### config.mk
export PLATFORM = sky130hd
export DESIGN_NAME = scandoubler_top
export DESIGN_NICKNAME = d
export VERILOG_FILES = /design/src/source/video_pkg.sv /design/src/source/scandoubler_top.sv /design/src/source/vga_line_scanner.sv /design/src/source/line_buffer.sv /design/src/source/pal_line_capture.sv /design/src/source/apb_ctrl_regs.sv
export SDC_FILE = /design/constraint.sdc
export NUM_CORES = 1
export LEC_CHECK = 0
export BUFFER_PORTS_ARGS = -buffer_cell sky130_fd_sc_hd__buf_2
export CORE_MARGIN = 3
export CORE_UTILIZATION = 44
export CTS_BUF_LIST = sky130_fd_sc_hd__clkbuf_16
export CTS_CLUSTER_DIAMETER = 80
export DETAILED_ROUTE_END_ITERATION = 7
export GPL_ROUTABILITY_DRIVEN = 1
export PLACE_DENSITY_LB_ADDON = 0.08
export SLEW_MARGIN = 20
export SYNTH_ARGS = -nofsm -noshare
export SYNTH_HDL_FRONTEND = slang
export SYNTH_SLANG_ARGS = --single-unit
### constraint.sdc
create_clock -name clk24 -period 2.3 [get_ports clk24]
set_clock_uncertainty 0.15 [all_clocks]
set_input_delay 0.115 -clock clk24 [delete_from_list [all_inputs] [get_ports clk24]]
set_output_delay 0.115 -clock clk24 [all_outputs]
set_load 0.03 [all_outputs]
### src/source/video_pkg.sv
package video_pkg;

    //////////////////////////////////////////////////
    // Video types
    //////////////////////////////////////////////////

    // One pixel, 3 bits per channel
    typedef struct packed {
        logic [2:0] r;
        logic [2:0] g;
        logic [2:0] b;
    } rgb_pixel_t;

    //////////////////////////////////////////////////
    // APB types and register map
    //////////////////////////////////////////////////

    // Master to slave
    typedef struct packed {
        logic        psel;
        logic        penable;
        logic        pwrite;
        logic [3:0]  paddr;
        logic [31:0] pwdata;
    } apb_req_t;

    // Slave to master
    typedef struct packed {
        logic [31:0] prdata;
        logic        pready;
        logic        pslverr;
    } apb_rsp_t;

    // Register offsets
    typedef enum logic [3:0] {
        REG_CTRL  = 4'd0,
        REG_LINES = 4'd4
    } reg_addr_e;

    // REG_CTRL bit positions
    localparam int CTRL_SCANDOUBLE_BIT = 0;
    localparam int CTRL_NO_EFFECT_BIT  = 1;

    // Width of the captured-line counter
    localparam int LINES_WIDTH = 16;

    //////////////////////////////////////////////////
    // FSM states
    //////////////////////////////////////////////////

    typedef enum logic [1:0] {
        WAIT_SYNC,
        WAIT_ACTIVE,
        ACTIVE
    } capture_state_e;

    typedef enum logic [2:0] {
        IDLE,
        HSYNC_PASS0,
        ACTIVE_PASS0,
        HSYNC_PASS1,
        ACTIVE_PASS1
    } scan_state_e;

endpackage
### src/source/scandoubler_top.sv
`timescale 1ns/10ps

module scandoubler_top #(
    parameter int LINE_PIXELS = 32,
    parameter int VGA_HSYNC   = 4
) (
    input  logic                  clk24,
    input  logic                  reset,
    input  video_pkg::apb_req_t   apb_req,
    output video_pkg::apb_rsp_t   apb_rsp,
    input  logic                  pixel_ce,
    input  video_pkg::rgb_pixel_t pixel,
    input  logic                  hsync_n,
    input  logic                  vsync_n,
    output video_pkg::rgb_pixel_t pixel_out,
    output logic                  out_valid,
    output logic                  hsync,
    output logic                  vsync
);
    import video_pkg::*;

    localparam int ADDR_W = $clog2(LINE_PIXELS);

    // Control
    logic              scan_enable;
    logic              scan_effect;
    logic              line_done;

    // Capture to buffer
    logic              wr_en;
    logic [ADDR_W-1:0] wr_addr;
    rgb_pixel_t        wr_pixel;

    // Buffer to scanner
    logic [ADDR_W-1:0] rd_addr;
    rgb_pixel_t        rd_pixel;

    //////////////////////////////////////////////////
    // Registers
    //////////////////////////////////////////////////

    apb_ctrl_regs u_regs (
        .clk24       (clk24),
        .reset       (reset),
        .apb_req     (apb_req),
        .apb_rsp     (apb_rsp),
        .line_done   (line_done),
        .scan_enable (scan_enable),
        .scan_effect (scan_effect)
    );

    //////////////////////////////////////////////////
    // Video path
    //////////////////////////////////////////////////

    pal_line_capture #(
        .LINE_PIXELS (LINE_PIXELS),
        .VGA_HSYNC   (VGA_HSYNC)
    ) u_capture (
        .clk24     (clk24),
        .reset     (reset),
        .pixel_ce  (pixel_ce),
        .hsync_n   (hsync_n),
        .pixel     (pixel),
        .wr_en     (wr_en),
        .wr_addr   (wr_addr),
        .wr_pixel  (wr_pixel),
        .line_done (line_done)
    );

    line_buffer #(
        .LINE_PIXELS (LINE_PIXELS)
    ) u_buffer (
        .clk24     (clk24),
        .reset     (reset),
        .wr_en     (wr_en),
        .wr_addr   (wr_addr),
        .wr_pixel  (wr_pixel),
        .line_done (line_done),
        .rd_addr   (rd_addr),
        .rd_pixel  (rd_pixel)
    );

    vga_line_scanner #(
        .LINE_PIXELS (LINE_PIXELS),
        .VGA_HSYNC   (VGA_HSYNC)
    ) u_scanner (
        .clk24       (clk24),
        .reset       (reset),
        .scan_enable (scan_enable),
        .scan_effect (scan_effect),
        .line_done   (line_done),
        .rd_pixel    (rd_pixel),
        .pixel_ce    (pixel_ce),
        .hsync_n     (hsync_n),
        .vsync_n     (vsync_n),
        .pixel       (pixel),
        .rd_addr     (rd_addr),
        .pixel_out   (pixel_out),
        .out_valid   (out_valid),
        .hsync       (hsync),
        .vsync       (vsync)
    );

endmodule

### src/source/vga_line_scanner.sv
`timescale 1ns/10ps

module vga_line_scanner #(
    parameter int LINE_PIXELS = 32,
    parameter int VGA_HSYNC   = 4
) (
    input  logic                           clk24,
    input  logic                           reset,
    input  logic                           scan_enable,
    input  logic                           scan_effect,
    input  logic                           line_done,
    input  video_pkg::rgb_pixel_t          rd_pixel,
    input  logic                           pixel_ce,
    input  logic                           hsync_n,
    input  logic                           vsync_n,
    input  video_pkg::rgb_pixel_t          pixel,
    output logic [$clog2(LINE_PIXELS)-1:0] rd_addr,
    output video_pkg::rgb_pixel_t          pixel_out,
    output logic                           out_valid,
    output logic                           hsync,
    output logic                           vsync
);
    import video_pkg::*;

    localparam int ADDR_W  = $clog2(LINE_PIXELS);
    localparam int MAX_CNT = (LINE_PIXELS > VGA_HSYNC) ? LINE_PIXELS : VGA_HSYNC;
    localparam int CNT_W   = $clog2(MAX_CNT);

    scan_state_e      state;
    logic [CNT_W-1:0] count;
    logic             in_sync;
    logic             in_active;
    logic             last;
    rgb_pixel_t       halved;

    // Bypass path registers
    rgb_pixel_t       byp_pixel;
    logic             byp_valid;
    logic             byp_hsync;

    //////////////////////////////////////////////////
    // Replay FSM
    //////////////////////////////////////////////////

    assign in_sync   = (state == HSYNC_PASS0) || (state == HSYNC_PASS1);
    assign in_active = (state == ACTIVE_PASS0) || (state == ACTIVE_PASS1);

    // End of the current phase
    assign last = (in_sync && count == CNT_W'(VGA_HSYNC - 1))
               || (in_active && count == CNT_W'(LINE_PIXELS - 1));

    always_ff @(posedge clk24) begin
        if (reset) begin
            state <= IDLE;
            count <= '0;
        end else if (!scan_enable) begin
            // Bypass, hold FSM in IDLE
            state <= IDLE;
            count <= '0;
        end else begin
            count <= last ? '0 : count + 1'b1;
            case (state)
                IDLE: begin
                    count <= '0;
                    if (line_done) state <= HSYNC_PASS0;
                end
                HSYNC_PASS0:  if (last) state <= ACTIVE_PASS0;
                ACTIVE_PASS0: if (last) state <= HSYNC_PASS1;
                HSYNC_PASS1:  if (last) state <= ACTIVE_PASS1;
                ACTIVE_PASS1: if (last) state <= IDLE;
                default:      state <= IDLE;
            endcase
        end
    end

    // Address one ahead of the output, buffer read takes a cycle
    // During hsync, point at pixel 0
    assign rd_addr = in_active ? count[ADDR_W-1:0] + ADDR_W'(1) : '0;

    // Scanline effect, each channel halved
    assign halved.r = {1'b0, rd_pixel.r[2:1]};
    assign halved.g = {1'b0, rd_pixel.g[2:1]};
    assign halved.b = {1'b0, rd_pixel.b[2:1]};

    //////////////////////////////////////////////////
    // Bypass and vsync
    //////////////////////////////////////////////////

    always_ff @(posedge clk24) begin
        if (reset) begin
            byp_valid <= 1'b0;
            byp_hsync <= 1'b0;
            vsync     <= 1'b0;
        end else begin
            byp_valid <= pixel_ce;
            byp_hsync <= !hsync_n;
            // vsync is never doubled
            vsync     <= !vsync_n;
        end
    end

    always_ff @(posedge clk24) begin
        byp_pixel <= pixel;
    end

    // Output select by mode
    always_comb begin
        if (scan_enable) begin
            hsync     = in_sync;
            out_valid = in_active;
            pixel_out = (state == ACTIVE_PASS1 && scan_effect) ? halved : rd_pixel;
        end else begin
            hsync     = byp_hsync;
            out_valid = byp_valid;
            pixel_out = byp_pixel;
        end
    end

endmodule

### src/source/line_buffer.sv
`timescale 1ns/10ps

module line_buffer #(
    parameter int LINE_PIXELS = 32
) (
    input  logic                           clk24,
    input  logic                           reset,
    input  logic                           wr_en,
    input  logic [$clog2(LINE_PIXELS)-1:0] wr_addr,
    input  video_pkg::rgb_pixel_t          wr_pixel,
    input  logic                           line_done,
    input  logic [$clog2(LINE_PIXELS)-1:0] rd_addr,
    output video_pkg::rgb_pixel_t          rd_pixel
);
    import video_pkg::*;

    // Two banks side by side, bank bit on top of the address
    rgb_pixel_t mem [2*LINE_PIXELS];

    // Bank being written, the other one is read
    logic       bank_sel;

    always_ff @(posedge clk24) begin
        if (reset) begin
            bank_sel <= 1'b0;
        end else if (line_done) begin
            bank_sel <= !bank_sel;
        end
    end

    // Write port
    always_ff @(posedge clk24) begin
        if (wr_en) begin
            mem[{bank_sel, wr_addr}] <= wr_pixel;
        end
    end

    // Registered read, one cycle latency
    always_ff @(posedge clk24) begin
        rd_pixel <= mem[{!bank_sel, rd_addr}];
    end

endmodule

### src/source/pal_line_capture.sv
`timescale 1ns/10ps

module pal_line_capture #(
    parameter int LINE_PIXELS = 32,
    parameter int VGA_HSYNC   = 4
) (
    input  logic                           clk24,
    input  logic                           reset,
    input  logic                           pixel_ce,
    input  logic                           hsync_n,
    input  video_pkg::rgb_pixel_t          pixel,
    output logic                           wr_en,
    output logic [$clog2(LINE_PIXELS)-1:0] wr_addr,
    output video_pkg::rgb_pixel_t          wr_pixel,
    output logic                           line_done
);
    import video_pkg::*;

    localparam int ADDR_W = $clog2(LINE_PIXELS);
    localparam int SYNC_W = $clog2(VGA_HSYNC + 1);

    capture_state_e    state;
    logic [SYNC_W-1:0] sync_count;
    logic [ADDR_W-1:0] pix_count;
    logic              take;

    // Sample to store this cycle
    // First high hsync_n sample is pixel 0
    assign take = pixel_ce && ((state == WAIT_ACTIVE && hsync_n) || state == ACTIVE);

    always_ff @(posedge clk24) begin
        if (reset) begin
            state      <= WAIT_SYNC;
            sync_count <= '0;
            pix_count  <= '0;
            wr_en      <= 1'b0;
            line_done  <= 1'b0;
        end else begin
            // Single-cycle strobes
            wr_en     <= 1'b0;
            line_done <= 1'b0;

            // Sync filter, needs VGA_HSYNC low samples in a row
            if (pixel_ce && state == WAIT_SYNC) begin
                if (hsync_n) begin
                    sync_count <= '0;
                end else if (sync_count == SYNC_W'(VGA_HSYNC - 1)) begin
                    sync_count <= '0;
                    state      <= WAIT_ACTIVE;
                end else begin
                    sync_count <= sync_count + 1'b1;
                end
            end

            if (take) begin
                wr_en     <= 1'b1;
                pix_count <= pix_count + 1'b1;
                state     <= ACTIVE;
                // Last stored pixel, the rest of the line is dropped
                if (pix_count == ADDR_W'(LINE_PIXELS - 1)) begin
                    line_done <= 1'b1;
                    state     <= WAIT_SYNC;
                end
            end
        end
    end

    // Write payload
    always_ff @(posedge clk24) begin
        if (take) begin
            wr_addr  <= pix_count;
            wr_pixel <= pixel;
        end
    end

endmodule

### src/source/apb_ctrl_regs.sv
`timescale 1ns/10ps

module apb_ctrl_regs (
    input  logic                clk24,
    input  logic                reset,
    input  video_pkg::apb_req_t apb_req,
    output video_pkg::apb_rsp_t apb_rsp,
    input  logic                line_done,
    output logic                scan_enable,
    output logic                scan_effect
);
    import video_pkg::*;

    // Control bits, both 0 after reset
    logic                   enable_scandoubling;
    logic                   disable_scaneffect;
    logic [LINES_WIDTH-1:0] line_count;

    // Response registers, loaded in the setup phase
    logic [31:0]            rdata_q;
    logic                   slverr_q;

    // Decode
    logic                   setup_phase;
    logic                   access_phase;
    reg_addr_e              addr;
    logic                   rd_ok;
    logic                   wr_ok;
    logic [31:0]            rd_value;

    assign setup_phase  = apb_req.psel && !apb_req.penable;
    assign access_phase = apb_req.psel && apb_req.penable;
    assign addr         = reg_addr_e'(apb_req.paddr);

    // Address decode and read mux
    always_comb begin
        rd_ok    = 1'b0;
        wr_ok    = 1'b0;
        rd_value = '0;
        case (addr)
            REG_CTRL: begin
                rd_ok = 1'b1;
                wr_ok = 1'b1;
                rd_value[CTRL_SCANDOUBLE_BIT] = enable_scandoubling;
                rd_value[CTRL_NO_EFFECT_BIT]  = disable_scaneffect;
            end
            // Counter is read only
            REG_LINES: begin
                rd_ok = 1'b1;
                rd_value[LINES_WIDTH-1:0] = line_count;
            end
            default: ;
        endcase
    end

    always_ff @(posedge clk24) begin
        if (reset) begin
            enable_scandoubling <= 1'b0;
            disable_scaneffect  <= 1'b0;
            line_count          <= '0;
            rdata_q             <= '0;
            slverr_q            <= 1'b0;
        end else begin
            // Response ready for the access phase
            if (setup_phase) begin
                rdata_q  <= apb_req.pwrite ? '0 : rd_value;
                slverr_q <= apb_req.pwrite ? !wr_ok : !rd_ok;
            end else if (access_phase) begin
                slverr_q <= 1'b0;
            end
            // Write takes effect at the end of the access phase
            if (access_phase && apb_req.pwrite && addr == REG_CTRL) begin
                enable_scandoubling <= apb_req.pwdata[CTRL_SCANDOUBLE_BIT];
                disable_scaneffect  <= apb_req.pwdata[CTRL_NO_EFFECT_BIT];
            end
            // Wraps at 16 bits
            if (line_done) begin
                line_count <= line_count + 1'b1;
            end
        end
    end

    // No wait states
    assign apb_rsp.prdata  = rdata_q;
    assign apb_rsp.pready  = 1'b1;
    assign apb_rsp.pslverr = slverr_q;

    assign scan_enable = enable_scandoubling;
    assign scan_effect = !disable_scaneffect;

endmodule

==> impl_metrics.tcl, run 1 <==
set metrics [dict create \
    max_freq_mhz 365 \
    crit_path_end_kind "flop" \
    outcome "finished, violations left" \
    row_count 88 \
    num_antenna_cells 0 \
    vdd_drop_max_mv 0.639 \
    fin_nets 2147 \
    drv_cap 0 \
    place_congestion 0.861 \
    fp.dieW_um 250 \
    drc_errors 0 \
    cts.sinks 667 \
    die_h_um 250 \
    syn_area_um2 26200 \
    vias 16383 \
    slew_headroom_pct 66.2 \
    wl_um 73100 \
    wl_per_cell_um 25.1 \
    drt-initial-drc-count 1365 \
    pwr_density_cell_nw_per_um2 711 \
    die-area_um2 62600 \
    setup_tns_ns -3.79 \
    coreArea_um2 58400 \
    io_buffers 51 \
    cts_tree "done" \
    violations "setup timing" \
    crit_type "reg2reg" \
    crit_cells 12 \
    synthArstFlopShare_pct 0 \
    ant_nets 0 \
    n_fill_cell 4560 \
    drive_gt1_share_pct 35.5 \
    worst_slew_pin_slew_ns 0.503 \
    rsz0062_at_grt "yes" \
    ys_ff_latch 667 \
    slew_violations 0 \
    grt_overflow_total 0 \
    cts_made_buffers 71 \
    post-route-period-util_pct 119 \
    crit_family "buffers and inverters" \
    root_buffer "clkbuf_16" \
    setup_slack_ns -0.443 \
    yosysUniqueCellTypes 57 \
    ys_seq_area_share_pct 73.4 \
    avgSynthCellArea_um2 15.2 \
    gr-usage-all-layers_pct 23.1 \
    fin_crit_ns 2.74 \
    final-setup-viol-count 15 \
    grt_pass1_vias 16673 \
    grt_max_degree 83 \
    clk_latency_ns 0.60 \
    ff2ff_path_depth 12 \
    dp_slack_ns -0.955 \
    crit_top_cell "buf_4" \
    syn_to_final_growth_pct 29.8 \
    ios 99 \
    dp.final_hpwl_um 43400 \
    yosysWarningCount 0 \
    syn_inst 1723 \
    crit_slowest_cell "a211oi_1" \
    min_path_cells 3 \
    slowest_delay_ns 0.40 \
    first_pass_iters 5 \
    hold-worst-slack_ns 0.0525 \
    synth_edf_count 590 \
    cts_max_path_buffers 3 \
    grt_pass1_wl_um 108000 \
    start_util_pct 44.9 \
    crit_chain "ha_4 > xor2_4 > buf_12 > clkbuf_16 > clkbuf_16 > buf_4 > buf_4 > a211oi_1 > nor4_2 > nor3_2 > buf_4 > nor4_4" \
    cp_data_arrival_time_ns 3.06 \
    cp.required_ns 2.62 \
    critPathLaunchType "flop" \
    antenna_found_initial 0 \
    finalHoldViolCount 0 \
    detail_route.vias_per_cell 5.63 \
    htree_levels 3 \
    ys.flop_type "edfxtp_1" \
    hold_path.class "in2reg" \
    cp_max_fo 9 \
    p_leak_nw 11.4 \
    clkTransAtPathRegs_ns 0.06 \
    worst-path-buf-inv 6 \
]
-- what timing repair did --
action	CTS	global route
hold buffers	34	0
cloned	8	4
gates resized for setup	212	91
hold endpoints to repair	68	0
pin swaps	45	52
endpoints found under the setup margin	37	20
setup buffers	35	28
-- area by class of cell --
class	instances	area, um^2	share of cell area [%]
inverters	12	45.0	0.132
clock inverters	56	389	1.14
clock buffers	74	1850	5.44
well taps	765	957	2.81
flip-flops and latches	667	19300	56.6
multi-input cells	939	7830	23.0
repair buffers	397	3700	10.9
-- per-stage QoR --
step	power (mW)	cells	cell area, um^2	util, %
final	24.2	2910	34000	58.3
after global routing	24.9	2910	34000	58.3
after CTS	24.4	2888	33400	57.2
after detailed placement	13.4	2681	29200	50.0
after global placement	13.4	2681	29200	50.0
after floorplan	13.4	1738	26300	-
-- cells in the final DEF, fill, tap and decap left out, types with 10 or more instances in the layout --
| cell | n |
|---|---|
| o21ai_0 | 22 |
| buf_12 | 31 |
| inv_1 | 29 |
| buf_4 | 250 |
| and2_1 | 22 |
| edfxtp_1 | 590 |
| a22oi_1 | 17 |
| o311ai_1 | 13 |
| clkbuf_16 | 78 |
| nor3_2 | 15 |
| clkinv_2 | 12 |
| mux4_2 | 17 |
| o221ai_1 | 31 |
| clkinv_1 | 16 |
| nor4_2 | 18 |
| mux2i_1 | 18 |
| buf_6 | 23 |
| dfxtp_1 | 71 |
| mux2_2 | 85 |
| a21oi_2 | 15 |
| o221ai_4 | 10 |
| xor2_1 | 15 |
| dlygate4sd3_1 | 34 |
| nand3_1 | 30 |
| a21oi_1 | 33 |
| conb_1 | 17 |
| nor4_4 | 17 |
| nor2_1 | 236 |
| o221ai_2 | 27 |
| buf_2 | 44 |
| o22ai_1 | 22 |
| nor3b_1 | 15 |
| nor2_2 | 14 |
| nand2_1 | 24 |
| nand3b_1 | 36 |
| a211oi_1 | 17 |
-- metal layers --
layer	GRT usage, %	up-vias	routed length [um]
met2	36.6	513	34700
met1	31.9	8322	31600
li1	-	7405	-
met5	0	-	0
met3	4.73	143	4600
met4	7.73	0	2240
-- synthesized netlist by cell type (16+ instances only) --
cell type / number / area (um^2)
a211oi_1: 21 / 158
a21oi_1: 51 / 255
a22oi_1: 17 / 128
and2_1: 22 / 138
buf_2: 21 / 105
buf_4: 22 / 165
clkbuf_1: 73 / 274
dfxtp_1: 77 / 1540
edfxtp_1: 590 / 17700
mux2_2: 94 / 1060
mux2i_1: 22 / 220
mux4_2: 17 / 383
nand2_1: 26 / 97.6
nand3_1: 31 / 155
nand3b_1: 36 / 270
nor2_1: 254 / 953
nor3_1: 26 / 130
nor4_1: 39 / 244
o21ai_0: 23 / 115
o221ai_1: 68 / 596
o22ai_1: 31 / 194
o311ai_0: 16 / 140
-- worst paths after layout --
check | start | endpoint | slack [ns]
min | vsync_n | u_scanner.vsync | 0.05
max reg2reg | u_scanner.count[0] | u_buffer.rd_pixel[8] | -0.44
min reg2reg | u_capture.pix_count[4] | u_capture.wr_addr[4] | 0.32
max | u_scanner.count[0] | u_buffer.rd_pixel[8] | -0.44
-- worst register-to-register path, cell delays in order (launching register included) --
cell,delay (ns)
dfxtp_4,0.35
ha_4,0.17
xor2_4,0.16
buf_12,0.16
clkbuf_16,0.18
clkbuf_16,0.17
buf_4,0.13
buf_4,0.17
a211oi_1,0.40
nor4_2,0.10
nor3_2,0.25
buf_4,0.18
nor4_4,0.04
-- flip-flops by register name, indices dropped and copies added, names as in the netlist, 2 cells and up --
name                  count
u_regs.line_count        16
u_buffer.rd_pixel         9
u_capture.state           2
u_capture.sync_count      3
u_regs.rdata_q           16
u_scanner.byp_pixel       9
u_scanner.state           3
u_capture.wr_addr         5
u_capture.pix_count       5
u_buffer.mem            576
u_capture.wr_pixel        9
u_scanner.count           5
-- power breakdown --
part | internal, mW | switching (mW) | total, mW
combinational | 0.0763 | 0.122 | 0.198
clock | 6.38 | 4.62 | 11.0
sequential | 13.0 | 0.00503 | 13.0
total | 19.5 | 4.75 | 24.2
-- logic make-up after synthesis --
group                    share of synthesized area [%]
flip-flops                                        73.4
AND/OR/NAND/NOR                                   9.20
adder cells (fa/ha/maj)                          0.324
XOR/XNOR                                         0.949
multiplexers                                      6.46
other                                           0.0286
buffers and inverters                             2.30
AO/OA/AOI/OAI                                     7.30
No activity file was read; power rests on OpenSTA's default activity.
==> run 2, diff against run 1 <==
CTS_BUF_LIST = sky130_fd_sc_hd__clkbuf_4   (was sky130_fd_sc_hd__clkbuf_16)
PLACE_DENSITY = 0.66   (was not set)
PLACE_DENSITY_LB_ADDON = not set   (was 0.08)
==> impl_metrics.tcl, run 2 (synthesis results as in run 1) <==
set metrics [dict create \
    grt_overflow_total 0 \
    n_fill_cell 4084 \
    vdd_drop_max_mv 0.654 \
    fin_nets 2255 \
    clkTransAtPathRegs_ns 0.07 \
    io_buffers 51 \
    layout_commonest_cell "edfxtp_1" \
    finalPower_mw 23.8 \
    die_h_um 250 \
    max_freq_mhz 370 \
    design_area_um2 35200 \
    cts_tree "done" \
    antenna_found_initial 2 \
    vias 18033 \
    drc_errors 0 \
    final-setup-viol-count 19 \
    crit_type "reg2reg" \
    drive_gt1_share_pct 43.6 \
    fin_util_pct 60.4 \
    regArea_um2 19300 \
    worst-path-buf-inv 5 \
    hold_path.class "in2reg" \
    worst_slew_pin_slew_ns 0.676 \
    fin_crit_ns 2.70 \
    fp.dieW_um 250 \
    crit_chain "ha_4 > buf_6 > xnor2_4 > a211oi_4 > buf_12 > buf_12 > buf_4 > nor2_1 > o41ai_1 > nor4_2 > buf_4 > nor4_2" \
    dp_slack_ns -0.813 \
    clk_latency_ns 1.03 \
    grt_pass1_wl_um 110000 \
    pwr_density_cell_nw_per_um2 675 \
    wl_per_cell_um 24.5 \
    grt_pass1_vias 18431 \
    cts.sinks 667 \
    cts_max_path_buffers 3 \
    multi_input_area_um2 8640 \
    critPathLaunchType "flop" \
    placed_area_um2 29000 \
    setup_slack_ns -0.401 \
    coreArea_um2 58400 \
    slew_headroom_pct 54.6 \
    cp_data_arrival_time_ns 3.48 \
    dp.final_hpwl_um 41100 \
    hold-worst-slack_ns 0.143 \
    drv_cap 0 \
    drt-initial-drc-count 1994 \
    gr-usage-all-layers_pct 23.3 \
    root_buffer "clkbuf_4" \
    setup_tns_ns -5.77 \
    syn_to_final_growth_pct 34.4 \
    finalHoldViolCount 0 \
    crit_path_end_kind "flop" \
    slew_violations 0 \
    first_pass_iters 8 \
    rsz0062_at_grt "yes" \
    dp.cells 2664 \
    largest_register "u_buffer.mem" \
    outcome "finished, violations left" \
    detail_route.vias_per_cell 5.82 \
    cp_max_fo 8 \
    cp.required_ns 3.08 \
    largest_reg_flops 576 \
    row_count 88 \
    slowest_delay_ns 0.40 \
    grt_max_degree 65 \
    wl_um 76000 \
    crit_family "buffers and inverters" \
    stdcell_count 3099 \
    die-area_um2 62600 \
    post-route-period-util_pct 117 \
    layout_common_cells "590 x edfxtp_1, 261 x clkbuf_4, 227 x nor2_1" \
    ant_nets 0 \
    cts_made_buffers 167 \
    crit_slowest_cell "o41ai_1" \
    top_regs "u_buffer.mem x576, u_regs.line_count x16, u_regs.rdata_q x16" \
    violations "setup timing" \
    htree_levels 4 \
    ios 99 \
    p_leak_nw 11.9 \
    place_congestion 0.873 \
    start_util_pct 44.9 \
]
## run 2: repair_timing
item,CTS,global route
setup buffers,56,31
setup endpoints to repair,20,30
gates cloned,10,7
resized for setup,316,164
hold buffers,51,1
endpoints found under the hold margin,91,15
pin swaps,103,90
## run 2: power by group
group          switching [mW]  total, mW  internal [mW]
logic                   0.139      0.238         0.0997
registers             0.00626       13.0           13.0
clock network            4.74       10.6           5.82
## run 2: area by class of cell
| type | count | share of cell area, % |
|---|---|---|
| flip-flops and latches | 667 | 54.7 |
| multi-input cells | 939 | 24.5 |
| repair buffers | 409 | 11.4 |
| clock buffers | 261 | 5.56 |
| well taps | 765 | 2.72 |
| clock inverters | 41 | 0.927 |
| inverters | 12 | 0.128 |
| diodes | 5 | 0.0355 |
## run 2: worst register-to-register path: cells and delay by family, from the launching register on
kind / cells / cell delay [ns]
AO/OA/AOI/OAI: 2 / 0.66
buffers and inverters: 5 / 0.71
XOR/XNOR: 1 / 0.18
flip-flops: 1 / 0.35
AND/OR/NAND/NOR: 3 / 0.38
adder cells (fa/ha/maj): 1 / 0.18
## run 2: per-layer routing
metal / wire length, um / GRT usage, %
met1: 29200 / 30.2
met2: 36300 / 37.1
met3: 7840 / 6.60
met4: 2670 / 9.51
met5: 0 / 0
## run 2: path summary, 6_finish.rpt
| path | from | slack [ns] | cells past startpoint | endpoint |
|---|---|---|---|---|
| worst max register to register | u_scanner.count[0] | -0.40 | 12 | u_buffer.rd_pixel[4] |
| worst max-delay path | u_scanner.count[0] | -0.40 | 12 | u_buffer.rd_pixel[4] |
| worst min register to register | u_capture.pix_count[3] | 0.33 | 0 | u_capture.wr_addr[3] |
| worst min-delay path | apb_req[32] | 0.14 | 7 | u_regs.rdata_q[0] |
